==> src/hdl/credit_link_cfg_pkg.sv <==
/* Credit link sizing
   FIFO depth, derived field widths and the bypass choice */
package credit_link_cfg_pkg;

  // ----------------------------------------
  // FIFO sizing
  // ----------------------------------------

  // Number of entries in the flop RAM
  localparam int DEPTH = 4;

  // Address into the flop RAM, enough to reach every entry
  localparam int ADDR_W = $clog2(DEPTH);

  // Items and slots must be able to hold the value DEPTH itself
  localparam int COUNT_W = $clog2(DEPTH + 1);

  // ----------------------------------------
  // Credit loop
  // ----------------------------------------

  // The largest credit count is DEPTH, so the credit width follows the count width
  localparam int CREDIT_W = $clog2(DEPTH + 1);

  // Push-to-pop cut-through when the FIFO is empty
  // With this set a push into an empty FIFO shows at the pop port in the same cycle
  localparam bit ENABLE_BYPASS = 1'b1;

endpackage : credit_link_cfg_pkg
==> src/hdl/credit_link_types_pkg.sv <==
/* Credit link types
   Payload flit, flop RAM request words and the FIFO status word */
package credit_link_types_pkg;

  // ----------------------------------------
  // Payload
  // ----------------------------------------

  // One flit of the link, 21 bits in total
  typedef struct packed {
    // Stream or transaction tag chosen by the source
    logic [3:0]  tag;
    // Payload word
    logic [15:0] data;
    // Marks the final flit of a packet
    logic        last;
  } flit_t;

  // ----------------------------------------
  // Flop RAM requests
  // ----------------------------------------

  // Write request, taken by the RAM at the clock edge
  typedef struct packed {
    logic                                  valid;
    logic [credit_link_cfg_pkg::ADDR_W-1:0] addr;
    flit_t                                 flit;
  } ram_wr_t;

  // Read request, the addressed flit comes back in the same cycle
  typedef struct packed {
    logic                                  valid;
    logic [credit_link_cfg_pkg::ADDR_W-1:0] addr;
  } ram_rd_t;

  // ----------------------------------------
  // Status
  // ----------------------------------------

  // Occupancy seen from both sides of the FIFO
  typedef struct packed {
    logic [credit_link_cfg_pkg::COUNT_W-1:0] items;
    logic [credit_link_cfg_pkg::COUNT_W-1:0] slots;
    logic                                   full;
    logic                                   empty;
  } fifo_status_t;

endpackage : credit_link_types_pkg

==> src/hdl/credit_link_top.sv <==
`timescale 1ns/1ns

/* Credit link top level
   Credit sender on the source side feeding the credit push FIFO */
module credit_link_top (
  input  logic                                    clk,
  input  logic                                    rst_n,
  // Source side
  input  logic                                    src_valid,
  input  credit_link_types_pkg::flit_t             src_flit,
  output logic                                    src_accept,
  // Sink side
  input  logic                                    pop_ready,
  output logic                                    pop_valid,
  output credit_link_types_pkg::flit_t             pop_flit,
  // Credit return control, both level inputs
  input  logic                                    credit_stall,
  input  logic [credit_link_cfg_pkg::CREDIT_W-1:0] credit_withhold,
  // Observation
  output credit_link_types_pkg::fifo_status_t      status,
  output logic [credit_link_cfg_pkg::CREDIT_W-1:0] sender_credits
);
  import credit_link_types_pkg::*;

  // The link between sender and FIFO, pushes one way and credits back
  logic  push_valid;
  flit_t push_flit;
  logic  push_credit;

  credit_sender i_sender (
    .clk,
    .rst_n,
    .src_valid,
    .src_flit,
    .src_accept,
    .push_credit,
    .push_valid,
    .push_flit,
    .credits     (sender_credits)
  );

  fifo_flops_push_credit i_fifo (
    .clk,
    .rst_n,
    .push_valid,
    .push_flit,
    .push_credit,
    .credit_stall,
    .credit_withhold,
    .pop_ready,
    .pop_valid,
    .pop_flit,
    .status
  );

endmodule : credit_link_top

==> src/hdl/fifo_flops_push_credit.sv <==
`timescale 1ns/1ns

/* Credit push FIFO with internal flop RAM
   Joins the FIFO controller to its storage */
module fifo_flops_push_credit (
  input  logic                                    clk,
  input  logic                                    rst_n,
  input  logic                                    push_valid,
  input  credit_link_types_pkg::flit_t             push_flit,
  output logic                                    push_credit,
  input  logic                                    credit_stall,
  input  logic [credit_link_cfg_pkg::CREDIT_W-1:0] credit_withhold,
  input  logic                                    pop_ready,
  output logic                                    pop_valid,
  output credit_link_types_pkg::flit_t             pop_flit,
  output credit_link_types_pkg::fifo_status_t      status
);
  import credit_link_types_pkg::*;

  // Requests from the controller and the read data coming back
  ram_wr_t ram_wr;
  ram_rd_t ram_rd;
  flit_t   ram_rd_flit;

  // Control, bypass and credit release
  fifo_ctrl_push_credit i_ctrl (
    .clk,
    .rst_n,
    .push_valid,
    .push_flit,
    .push_credit,
    .credit_stall,
    .credit_withhold,
    .pop_ready,
    .pop_valid,
    .pop_flit,
    .status,
    .ram_wr,
    .ram_rd,
    .ram_rd_flit
  );

  // Storage, written at the edge and read in the same cycle
  ram_flops_1r1w i_ram (
    .clk,
    .rst_n,
    .wr      (ram_wr),
    .rd      (ram_rd),
    .rd_flit (ram_rd_flit)
  );

endmodule : fifo_flops_push_credit

==> src/hdl/fifo_ctrl_push_credit.sv <==
`timescale 1ns/1ns

/* FIFO controller with credit push and ready/valid pop
   Pointers, occupancy, empty bypass, credit release and the flop RAM requests */
module fifo_ctrl_push_credit (
  input  logic                                    clk,
  input  logic                                    rst_n,
  input  logic                                    push_valid,
  input  credit_link_types_pkg::flit_t             push_flit,
  output logic                                    push_credit,
  input  logic                                    credit_stall,
  input  logic [credit_link_cfg_pkg::CREDIT_W-1:0] credit_withhold,
  input  logic                                    pop_ready,
  output logic                                    pop_valid,
  output credit_link_types_pkg::flit_t             pop_flit,
  output credit_link_types_pkg::fifo_status_t      status,
  output credit_link_types_pkg::ram_wr_t           ram_wr,
  output credit_link_types_pkg::ram_rd_t           ram_rd,
  input  credit_link_types_pkg::flit_t             ram_rd_flit
);
  import credit_link_cfg_pkg::*;
  import credit_link_types_pkg::*;

  logic [ADDR_W-1:0]  wr_ptr;
  logic [ADDR_W-1:0]  rd_ptr;
  logic [COUNT_W-1:0] items_q;
  logic               empty;
  logic               bypass_sel;
  logic               pop_xfer;
  logic               bypass_xfer;
  logic               ram_push;
  logic               ram_pop;
  logic               credit_available;
  logic               release_en;

  // Pointer step with a wrap after the last entry
  function automatic logic [ADDR_W-1:0] ptr_step(input logic [ADDR_W-1:0] ptr);
    logic [ADDR_W-1:0] nxt;
    if (ptr == ADDR_W'(DEPTH - 1)) begin
      nxt = '0;
    end else begin
      nxt = ptr + ADDR_W'(1);
    end
    return nxt;
  endfunction

  // ----------------------------------------
  // Pop port and bypass
  // ----------------------------------------

  assign empty = (items_q == '0);

  // While the RAM is empty the pop port looks straight at the push side
  assign bypass_sel = ENABLE_BYPASS && empty;

  // With entries stored, the head of the RAM is always on offer
  assign pop_valid = bypass_sel ? push_valid : !empty;
  assign pop_flit = bypass_sel ? push_flit : ram_rd_flit;

  assign pop_xfer = pop_valid && pop_ready;

  // A flit that cuts through and is taken at once never touches the RAM
  assign bypass_xfer = bypass_sel && pop_xfer;

  // Pushes are never refused here, the credit loop keeps them in bounds
  assign ram_push = push_valid && !bypass_xfer;
  assign ram_pop = pop_xfer && !bypass_xfer;

  // ----------------------------------------
  // Flop RAM requests
  // ----------------------------------------

  always_comb begin
    ram_wr.valid = ram_push;
    ram_wr.addr = wr_ptr;
    ram_wr.flit = push_flit;
    // The read address tracks the head so ram_rd_flit is the next flit to pop
    ram_rd.valid = !empty;
    ram_rd.addr = rd_ptr;
  end

  // ----------------------------------------
  // Pointers and occupancy
  // ----------------------------------------

  always_ff @(posedge clk or negedge rst_n) begin
    if (!rst_n) begin
      wr_ptr <= '0;
      rd_ptr <= '0;
    end else begin
      if (ram_push) begin
        wr_ptr <= ptr_step(wr_ptr);
      end
      if (ram_pop) begin
        rd_ptr <= ptr_step(rd_ptr);
      end
    end
  end

  // A write and a read in the same cycle leave the item count as it is
  always_ff @(posedge clk or negedge rst_n) begin
    if (!rst_n) begin
      items_q <= '0;
    end else if (ram_push && !ram_pop) begin
      items_q <= items_q + COUNT_W'(1);
    end else if (ram_pop && !ram_push) begin
      items_q <= items_q - COUNT_W'(1);
    end
  end

  // Status is taken from the registered count only
  always_comb begin
    status.items = items_q;
    status.slots = COUNT_W'(DEPTH) - items_q;
    status.full = (items_q == COUNT_W'(DEPTH));
    status.empty = empty;
  end

  // ----------------------------------------
  // Credit release
  // ----------------------------------------

  // Credit release starts on the first edge after reset is released
  always_ff @(posedge clk or negedge rst_n) begin
    if (!rst_n) begin
      release_en <= 1'b0;
    end else begin
      release_en <= 1'b1;
    end
  end

  // Holds the credits not yet handed to the sender, one full FIFO's worth at reset
  // Every pop frees a slot and earns a credit back
  credit_counter i_release_counter (
    .clk,
    .rst_n,
    .incr        (pop_xfer),
    .decr        (push_credit),
    .reset_value (CREDIT_W'(DEPTH)),
    .withhold    (credit_withhold),
    .count       (),
    .available   (credit_available)
  );

  // One credit per cycle at most, held back while the stall is up
  assign push_credit = release_en && credit_available && !credit_stall;

endmodule : fifo_ctrl_push_credit

==> src/hdl/ram_flops_1r1w.sv <==
`timescale 1ns/1ns

/* Flop RAM, one write and one read port
   Write at the clock edge, read returns the addressed entry in the same cycle */
module ram_flops_1r1w (
  input  logic                           clk,
  input  logic                           rst_n,
  input  credit_link_types_pkg::ram_wr_t wr,
  input  credit_link_types_pkg::ram_rd_t rd,
  output credit_link_types_pkg::flit_t   rd_flit
);
  import credit_link_cfg_pkg::*;
  import credit_link_types_pkg::*;

  // Storage array, one flit per FIFO entry
  flit_t mem [DEPTH];

  // ----------------------------------------
  // Write port
  // ----------------------------------------

  // Entries are written only once reset has been released
  // Contents are undefined until the FIFO first writes them
  always_ff @(posedge clk) begin
    if (rst_n && wr.valid) begin
      mem[wr.addr] <= wr.flit;
    end
  end

  // ----------------------------------------
  // Read port
  // ----------------------------------------

  // Unregistered read so the FIFO head is visible without a cycle of latency
  // An idle read port returns zero instead of a stale entry
  always_comb begin
    if (rd.valid) begin
      rd_flit = mem[rd.addr];
    end else begin
      rd_flit = '0;
    end
  end

endmodule : ram_flops_1r1w

==> src/hdl/credit_sender.sv <==
`timescale 1ns/1ns

/* Credit sender
   Holds the credits returned by the FIFO and lets the source push only against one */
module credit_sender (
  input  logic                                    clk,
  input  logic                                    rst_n,
  input  logic                                    src_valid,
  input  credit_link_types_pkg::flit_t             src_flit,
  output logic                                    src_accept,
  input  logic                                    push_credit,
  output logic                                    push_valid,
  output credit_link_types_pkg::flit_t             push_flit,
  output logic [credit_link_cfg_pkg::CREDIT_W-1:0] credits
);

  logic credit_available;

  // ----------------------------------------
  // Credit store
  // ----------------------------------------

  // The sender starts empty and owns only what the FIFO hands back
  // Nothing is withheld on this side, every held credit may be spent
  credit_counter i_credit_store (
    .clk,
    .rst_n,
    .incr        (push_credit),
    .decr        (push_valid),
    .reset_value ('0),
    .withhold    ('0),
    .count       (credits),
    .available   (credit_available)
  );

  // ----------------------------------------
  // Push gating
  // ----------------------------------------

  // A push is granted only against a credit already held
  // A credit that arrives in this cycle is counted at the edge and spent next cycle
  assign src_accept = src_valid && credit_available;

  // Every granted push goes onto the link and uses up one credit
  assign push_valid = src_accept;

  // The flit passes through unchanged
  assign push_flit = src_flit;

endmodule : credit_sender

==> src/hdl/credit_counter.sv <==
`timescale 1ns/1ns

/* Credit counter
   Saturating up/down credit count with a load value at reset and a withhold compare */
module credit_counter (
  input  logic                                    clk,
  input  logic                                    rst_n,
  input  logic                                    incr,
  input  logic                                    decr,
  input  logic [credit_link_cfg_pkg::CREDIT_W-1:0] reset_value,
  input  logic [credit_link_cfg_pkg::CREDIT_W-1:0] withhold,
  output logic [credit_link_cfg_pkg::CREDIT_W-1:0] count,
  output logic                                    available
);
  import credit_link_cfg_pkg::*;

  logic [CREDIT_W-1:0] count_next;
  logic                at_max;
  logic                at_zero;

  // ----------------------------------------
  // Next count
  // ----------------------------------------

  // Limits of the counter, it never wraps in either direction
  assign at_max = (count == {CREDIT_W{1'b1}});
  assign at_zero = (count == '0);

  // A credit coming in and a credit going out in the same cycle cancel
  always_comb begin
    count_next = count;
    if (incr && !decr && !at_max) begin
      count_next = count + CREDIT_W'(1);
    end else if (decr && !incr && !at_zero) begin
      count_next = count - CREDIT_W'(1);
    end
  end

  // ----------------------------------------
  // Count register
  // ----------------------------------------

  // The count loads its start value for as long as reset is held
  always_ff @(posedge clk or negedge rst_n) begin
    if (!rst_n) begin
      count <= reset_value;
    end else begin
      count <= count_next;
    end
  end

  // Credits up to the withhold level stay parked in the counter
  // Only the ones above it may be handed out
  assign available = (count > withhold);

endmodule : credit_counter

==> config.mk <==
export PLATFORM = sky130hd
export DESIGN_NAME = credit_link_top
export DESIGN_NICKNAME = d
export VERILOG_FILES = /design/src/hdl/credit_link_cfg_pkg.sv /design/src/hdl/credit_link_types_pkg.sv /design/src/hdl/credit_link_top.sv /design/src/hdl/fifo_flops_push_credit.sv /design/src/hdl/fifo_ctrl_push_credit.sv /design/src/hdl/ram_flops_1r1w.sv /design/src/hdl/credit_sender.sv /design/src/hdl/credit_counter.sv
export SDC_FILE = /design/constraint.sdc
export NUM_CORES = 1
export LEC_CHECK = 0
export CORE_MARGIN = 1
export CORE_UTILIZATION = 47
export CTS_BUF_LIST = sky130_fd_sc_hd__clkbuf_16
export CTS_CLUSTER_SIZE = 30
export DETAILED_ROUTE_END_ITERATION = 7
export DONT_BUFFER_PORTS = 1
export PLACE_DENSITY = 0.6
export SLEW_MARGIN = 20
export SYNTH_ARGS = -nofsm -noshare
export SYNTH_HDL_FRONTEND = slang
export SYNTH_SLANG_ARGS = --single-unit
==> constraint.sdc <==
create_clock -name clk -period 5.7 [get_ports clk]
set_input_delay 0.57 -clock clk [delete_from_list [all_inputs] [get_ports clk]]
set_output_delay 0.57 -clock clk [all_outputs]
set_load 0.05 [all_outputs]
==> flow_summary.toml, run 1 <==
[status]
run_status = "complete, no violations"

[timing]
number_of_failing_hold_endpoints_at_the_final_stage = 0
worst-slew-pin-transition_ns = 1.048
worst_clock_skew_ns = 0.008110
final.setup.tns_ns = 0
layout_min_cycle_time_ns = 3.798
maxClockFrequency_mhz = 263.3
finalCritPeriodShare = 0.6664
max-slew-margin-rel = 0.3012
final-max-slew-violation-count = 0
grt_setup_unrepaired = "false"
finalSetupViolations = 0

[drt]
first_pass_iteration_count_of_the_detailed_router = 4
detail-route-antenna-nets = 0
remaining_drc_errors = 0
wl_per_cell_um = 19.80
route.final.wire_length_um = 8337
detail_route.iter0.violations = 105
viasPerCell = 5.739
route.vias.total = 2416

[worst_setup_path]
timing.rr.end = "i_fifo.i_ctrl.i_release_counter.count[1]$_DFFE_PN0P_"
required_time_of_the_critical_path_ns = 5.13
crit-reg2reg-launch = "i_fifo.i_ctrl.items_q[1]$_DFFE_PN0P_"
timing.setup.critical_path_class = "flop to output port"
worstPathMaxFanout = 27
critical_path.max_stage_delay_ns = 0.77
cpMaxStageDelayCell = "ha_2"
r2r_setup_slack_ns = 2.36
critical_path.startpoint_type = "flop"
endpoint_kind = "output port"
path_cells = "inv_1, ha_1, ha_2, inv_1, nand2_1, nand2_1"
worst_r2r_path_depth = 11
worst-endpoint-arrival_ns = 3.23

[global_route]
grt_antenna_before_repair = 0
grt_first_pass_wirelength_um = 13000
grt.total_usage = 0.1810
grt_start_max_net_pins = 28
grt_pass1_vias = 2429
grt.overflow.total = 0

[cts]
tritoncts = "built"
htree_num_levels = 3
cts.repair_timing.setup_buffer_count = 0
cts_buffer_depth = 2
worst_skew_pair.late_latency_ns = 0.34
clock_pin_slew_of_the_registers_on_the_worst_case_setup_and_hold_paths_ns = 0.07
clock-sinks = 98
tritoncts.num_buffers = 9
clockRootBuffer = "clkbuf_16"

[yosys]
synth_nets = 346
synth-edff-count = 84
cells_after_synth = 302
synth_area_um2 = 4454
ffs_latches_synth = 98
yosys_most_used_dff = "edfxtp_1"
yosysTopAreaCell = "edfxtp_1"
synth_seq_area_share = 0.6452
synth.top_cells.by_area = "edfxtp_1 (57%), mux4_2 (11%), dfrtp_1 (7.3%)"
synth.distinct_cells = 46
synth.yosys.warnings = 0
synth_top_area_share = 0.5663
syn_area_cell_um2 = 14.75
asyncSetResetFlopFracSynth = 0.1429

[floorplanning]
die_width_um = 99.35
dieArea_um2 = 9870
start_util = 0.4844
core_footprint_um2 = 9196
boundaryPins = 63
die_height_um = 99.35
fp-row-count = 35

[cells_and_area]
diodes = 0
drive_gt1_frac = 0.1839
instances_no_fill = 421
finalNetCount = 349
area_delta_synth_final_pct = 9.579
layout_fillers = 746

[place]
numPortBuffers = 0
finalWeightedCongestion = 0.7829
dp_cells = 404
dpl.hpwl_um = 5239

[run]
max-cap-violations = 0

[hold_path]
min-delay-path-class = "input pin to async pin"
## how the worst max path moves through the flow
stage	from	to	slack [ns]
finish	i_fifo.i_ctrl.items_q[1]$_DFFE_PN0P_	pop_flit[3]	1.90
global route	i_fifo.i_ctrl.items_q[1]$_DFFE_PN0P_	pop_flit[13]	1.74
CTS	i_fifo.i_ctrl.items_q[1]$_DFFE_PN0P_	pop_flit[0]	1.84
detailed placement	i_fifo.i_ctrl.items_q[1]$_DFFE_PN0P_	pop_flit[0]	2.22
global placement	i_fifo.i_ctrl.items_q[1]$_DFFE_PN0P_	pop_flit[6]	2.32
floorplan	i_fifo.i_ctrl.items_q[0]$_DFFE_PN0P_	i_fifo.i_ctrl.i_release_counter.count[1]$_DFFE_PN0P_	2.78
## per-layer routing
| metal | global-route usage | wire, µm | vias up |
|---|---|---|---|
| met5 | 0 | 0 | - |
| met3 | 0.04427 | 374 | 15 |
| met4 | 0.07353 | 170 | 0 |
| li1 | - | - | 1122 |
| met2 | 0.3013 | 4167 | 67 |
| met1 | 0.2290 | 3624 | 1212 |
## placed cells by master, fill, tap and decap left out, drive strengths merged, types with 2 or more instances in the layout
cell	count
nand2	71
ha	12
o22ai	2
nor3	3
mux2	3
fa	3
and3	4
o21ai	6
nor4	3
a21oi	6
xnor2	4
clkbuf	9
inv	21
mux2i	2
nor2b	2
edfxtp	84
nor2	8
buf	6
a221oi	3
o31ai	3
dfrtp	13
mux4	21
nand3	3
## area by class of cell
cell class / count / area [µm²] / share of cell area
clock buffers: 9 / 225.2 / 0.04614
inverters: 17 / 63.81 / 0.01307
flip-flops and latches: 98 / 2874 / 0.5888
repair buffers: 7 / 55.05 / 0.01128
clock inverters: 7 / 83.83 / 0.01718
multi-input cells: 172 / 1440 / 0.2951
well taps: 111 / 138.9 / 0.02845
## synthesized netlist by cell type, drive strengths merged, types with 3 or more instances
master / instances
nand2: 71
inv: 17
nand3: 3
o31ai: 3
and3: 4
nor2: 8
clkbuf: 4
ha: 12
nor3: 3
a221oi: 3
xnor2: 4
fa: 3
a21oi: 6
nor4: 3
mux2: 3
buf: 11
edfxtp: 84
dfrtp: 13
mux4: 21
o21ai: 6
## sequential cells by signal, summed over array words and instances, names as in the netlist
register,cells
i_fifo.i_ctrl.i_release_counter.count,3
i_fifo.i_ctrl.items_q,3
i_fifo.i_ctrl.rd_ptr,2
i_fifo.i_ctrl.release_en,1
i_fifo.i_ctrl.wr_ptr,2
i_fifo.i_ram.mem,84
i_sender.i_credit_store.count,3
## metrics by stage
step                  util  hold WS (ns)  instance area, µm²  worst slack, ns
floorplan                -        0.2744                4454            2.776
global placement    0.4961        0.2749                4562            2.321
detailed placement  0.4961        0.2748                4562            2.219
CTS                 0.5307       0.05164                4881            1.840
global route        0.5307       0.05076                4881            1.738
finish              0.5307       0.06476                4881            1.902
## repair_timing
item                                    CTS  global route
resized for setup                         0             0
hold buffers                              1             0
endpoints found under the hold margin    13             0
endpoints found under the setup margin    0             0
## cells by family (layout without fill, tap and decap cells)
group | Yosys count | in the layout | share of synthesized area
other cells | 1 | 1 | 0.0008419
mux | 26 | 26 | 0.1183
compound gates | 29 | 29 | 0.05590
flops | 98 | 98 | 0.6452
fa+ha+maj | 15 | 15 | 0.04719
simple gates | 96 | 96 | 0.09073
xor+xnor | 5 | 5 | 0.009831
buf+inv | 32 | 40 | 0.03202
## worst max-delay path, delay by kind of cell, from the launching register on
kind | cells | cell delay, ns
simple gates | 2 | 0.53
flops | 1 | 0.59
buf+inv | 2 | 0.79
fa+ha+maj | 2 | 0.96
Power of run 1 is left out: the tool's default activity adds up to more than one toggle a clock period on the data nets, which glitch-free logic cannot reach.
==> run 2: changes to the inputs <==
==> constraint.sdc (replaced) <==
create_clock -name clk -period 3.8 [get_ports clk]
set_input_delay 0.38 -clock clk [delete_from_list [all_inputs] [get_ports clk]]
set_output_delay 0.38 -clock clk [all_outputs]
set_load 0.05 [all_outputs]
==> run 2 against run 1 <==
Cell count up 5.2%. Die area stayed put. Global-route usage shrank 0.42 points. Sequential share of layout area is 1.4 points lower. Via count increased by 1.4%. Setup slack lost 1.3 ns. Clock skew hardly changed. Clock-buffer cell count stayed put. Utilization is 1.3 points higher. Worst hold slack improved by 0.070 ns. Wire length down 3.3%. Critical endpoint is now pop_flit[20]. Cell area rose by 2.5%.
==> flow_summary.toml, run 2 (same netlist as run 1, synthesis figures left out) <==
[cells_and_area]
drive_gt1_frac = 0.2319
finalNetCount = 371
instances_no_fill = 443
area_delta_synth_final_pct = 12.28
diodes = 0
final_core_utilization = 0.5438
seq_area_um2 = 2874
layout.cells.most_common_list = "edfxtp_1 (84), nand2_1 (71), buf_4 (28)"
largest_register = "i_fifo.i_ram.mem"
layout_fillers = 737
final_common_cell = "edfxtp_1"
largest_register_ffs = 84
multiInputGateArea_um2 = 1440

[worst_setup_path]
crit-reg2reg-launch = "i_fifo.i_ctrl.items_q[1]$_DFFE_PN0P_"
worst-endpoint-arrival_ns = 2.82
endpoint_kind = "output port"
critical_path.startpoint_type = "flop"
worst_r2r_path_depth = 11
timing.rr.end = "i_fifo.i_ctrl.i_release_counter.count[1]$_DFFE_PN0P_"
worstPathMaxFanout = 22
r2r_setup_slack_ns = 0.69
timing.setup.critical_path_class = "flop to output port"
required_time_of_the_critical_path_ns = 3.42

[timing]
worst-slew-pin-transition_ns = 1.053
finalSetupViolations = 0
number_of_failing_hold_endpoints_at_the_final_stage = 0
finalCritPeriodShare = 0.8419
final_critical_path_setup_slack_ns = 0.6008
maxClockFrequency_mhz = 312.6
max-slew-margin-rel = 0.2978
final.setup.tns_ns = 0
worst_clock_skew_ns = 0.007790
grt_setup_unrepaired = "false"
layout_min_cycle_time_ns = 3.199
final-max-slew-violation-count = 0

[place]
dp_cells = 426
numPortBuffers = 0
dpl.hpwl_um = 5002
post_place_worst_slack_ns = 0.6841
finalWeightedCongestion = 0.8038

[cts]
clock-sinks = 98
htree_num_levels = 3
cts_buffer_depth = 2
tritoncts.num_buffers = 9
worst_skew_pair.late_latency_ns = 0.33
cts_resized = 0
cts_hold_buffers = 1
cts.repair_timing.setup_buffer_count = 0
tritoncts = "built"
clock_pin_slew_of_the_registers_on_the_worst_case_setup_and_hold_paths_ns = 0.07
clockRootBuffer = "clkbuf_16"

[status]
run_status = "complete, no violations"

[floorplanning]
die_width_um = 99.35
core_footprint_um2 = 9196
boundaryPins = 63
fp-row-count = 35
dieArea_um2 = 9870
start_util = 0.4844
die_height_um = 99.35

[drt]
route.vias.total = 2451
wl_per_cell_um = 18.21
detail-route-antenna-nets = 0
detail_route.iter0.violations = 84
route.final.wire_length_um = 8066
viasPerCell = 5.533
first_pass_iteration_count_of_the_detailed_router = 4
remaining_drc_errors = 0

[hold_path]
hp-start = "src_flit[17]"
min-delay-path-class = "input pin to flop"
min_to = "i_fifo.i_ram.mem[1][17]$_DFFE_PP_"
hold_path_depth = 0

[global_route]
gr-usage-met1 = 0.2381
grt_first_pass_wirelength_um = 12820
grt.overflow.total = 0
grt.met3_usage = 0.04006
grt.total_usage = 0.1768
grt_busiest_layer = "met2"
grt_start_max_net_pins = 24
globalRouteMet2Util = 0.2788
grt_pass1_vias = 2462
grt_antenna_before_repair = 0

[run]
max-cap-violations = 0
run 2: layout make-up:
type | count | area share
timing repair buffer | 29 | 0.04403
tap | 111 | 0.02777
clock buffer | 9 | 0.04503
multi-input combinational | 172 | 0.2880
clock inverter | 7 | 0.007756
inverter | 17 | 0.01276
sequential | 98 | 0.5747
run 2: worst max-delay path, stage by stage (launching register included):
cell	delay, ns
dfrtp_1	0.69
inv_1	0.10
ha_1	0.22
ha_2	0.31
inv_1	0.69
nand2_1	0.11
nand2_1	0.13
buf_4	0.20
run 2: worst max-delay path by stage:
stage,slack [ns],from,cells past startpoint,end
3_5_place_dp,0.68,i_fifo.i_ctrl.items_q[1]$_DFFE_PN0P_,11,i_fifo.i_ctrl.i_release_counter.count[1]$_DFFE_PN0P_
6_report,0.60,i_fifo.i_ctrl.items_q[1]$_DFFE_PN0P_,7,pop_flit[20]
4_1_cts,0.54,i_fifo.i_ctrl.items_q[1]$_DFFE_PN0P_,7,pop_flit[20]
3_3_place_gp,0.83,i_fifo.i_ctrl.items_q[1]$_DFFE_PN0P_,11,i_fifo.i_ctrl.i_release_counter.count[1]$_DFFE_PN0P_
2_1_floorplan,0.88,i_fifo.i_ctrl.items_q[0]$_DFFE_PN0P_,12,i_fifo.i_ctrl.i_release_counter.count[1]$_DFFE_PN0P_
5_1_grt,0.36,i_fifo.i_ctrl.items_q[1]$_DFFE_PN0P_,7,pop_flit[20]
run 2: per-stage QoR:
stage,hold slack (ns),instance area [µm²]
floorplan,0.08441,4454
global placement,0.08487,4727
detailed placement,0.08481,4727
CTS,0.1244,5001
global route,0.1191,5001
finish,0.1346,5001
run 2: layer usage:
layer | part of all wire | vias up
met5 | 0 | -
met4 | 0.018 | 0
met3 | 0.043 | 13
met2 | 0.49 | 65
met1 | 0.45 | 1210
li1 | - | 1163
Power of run 2 is left out for the same reason.
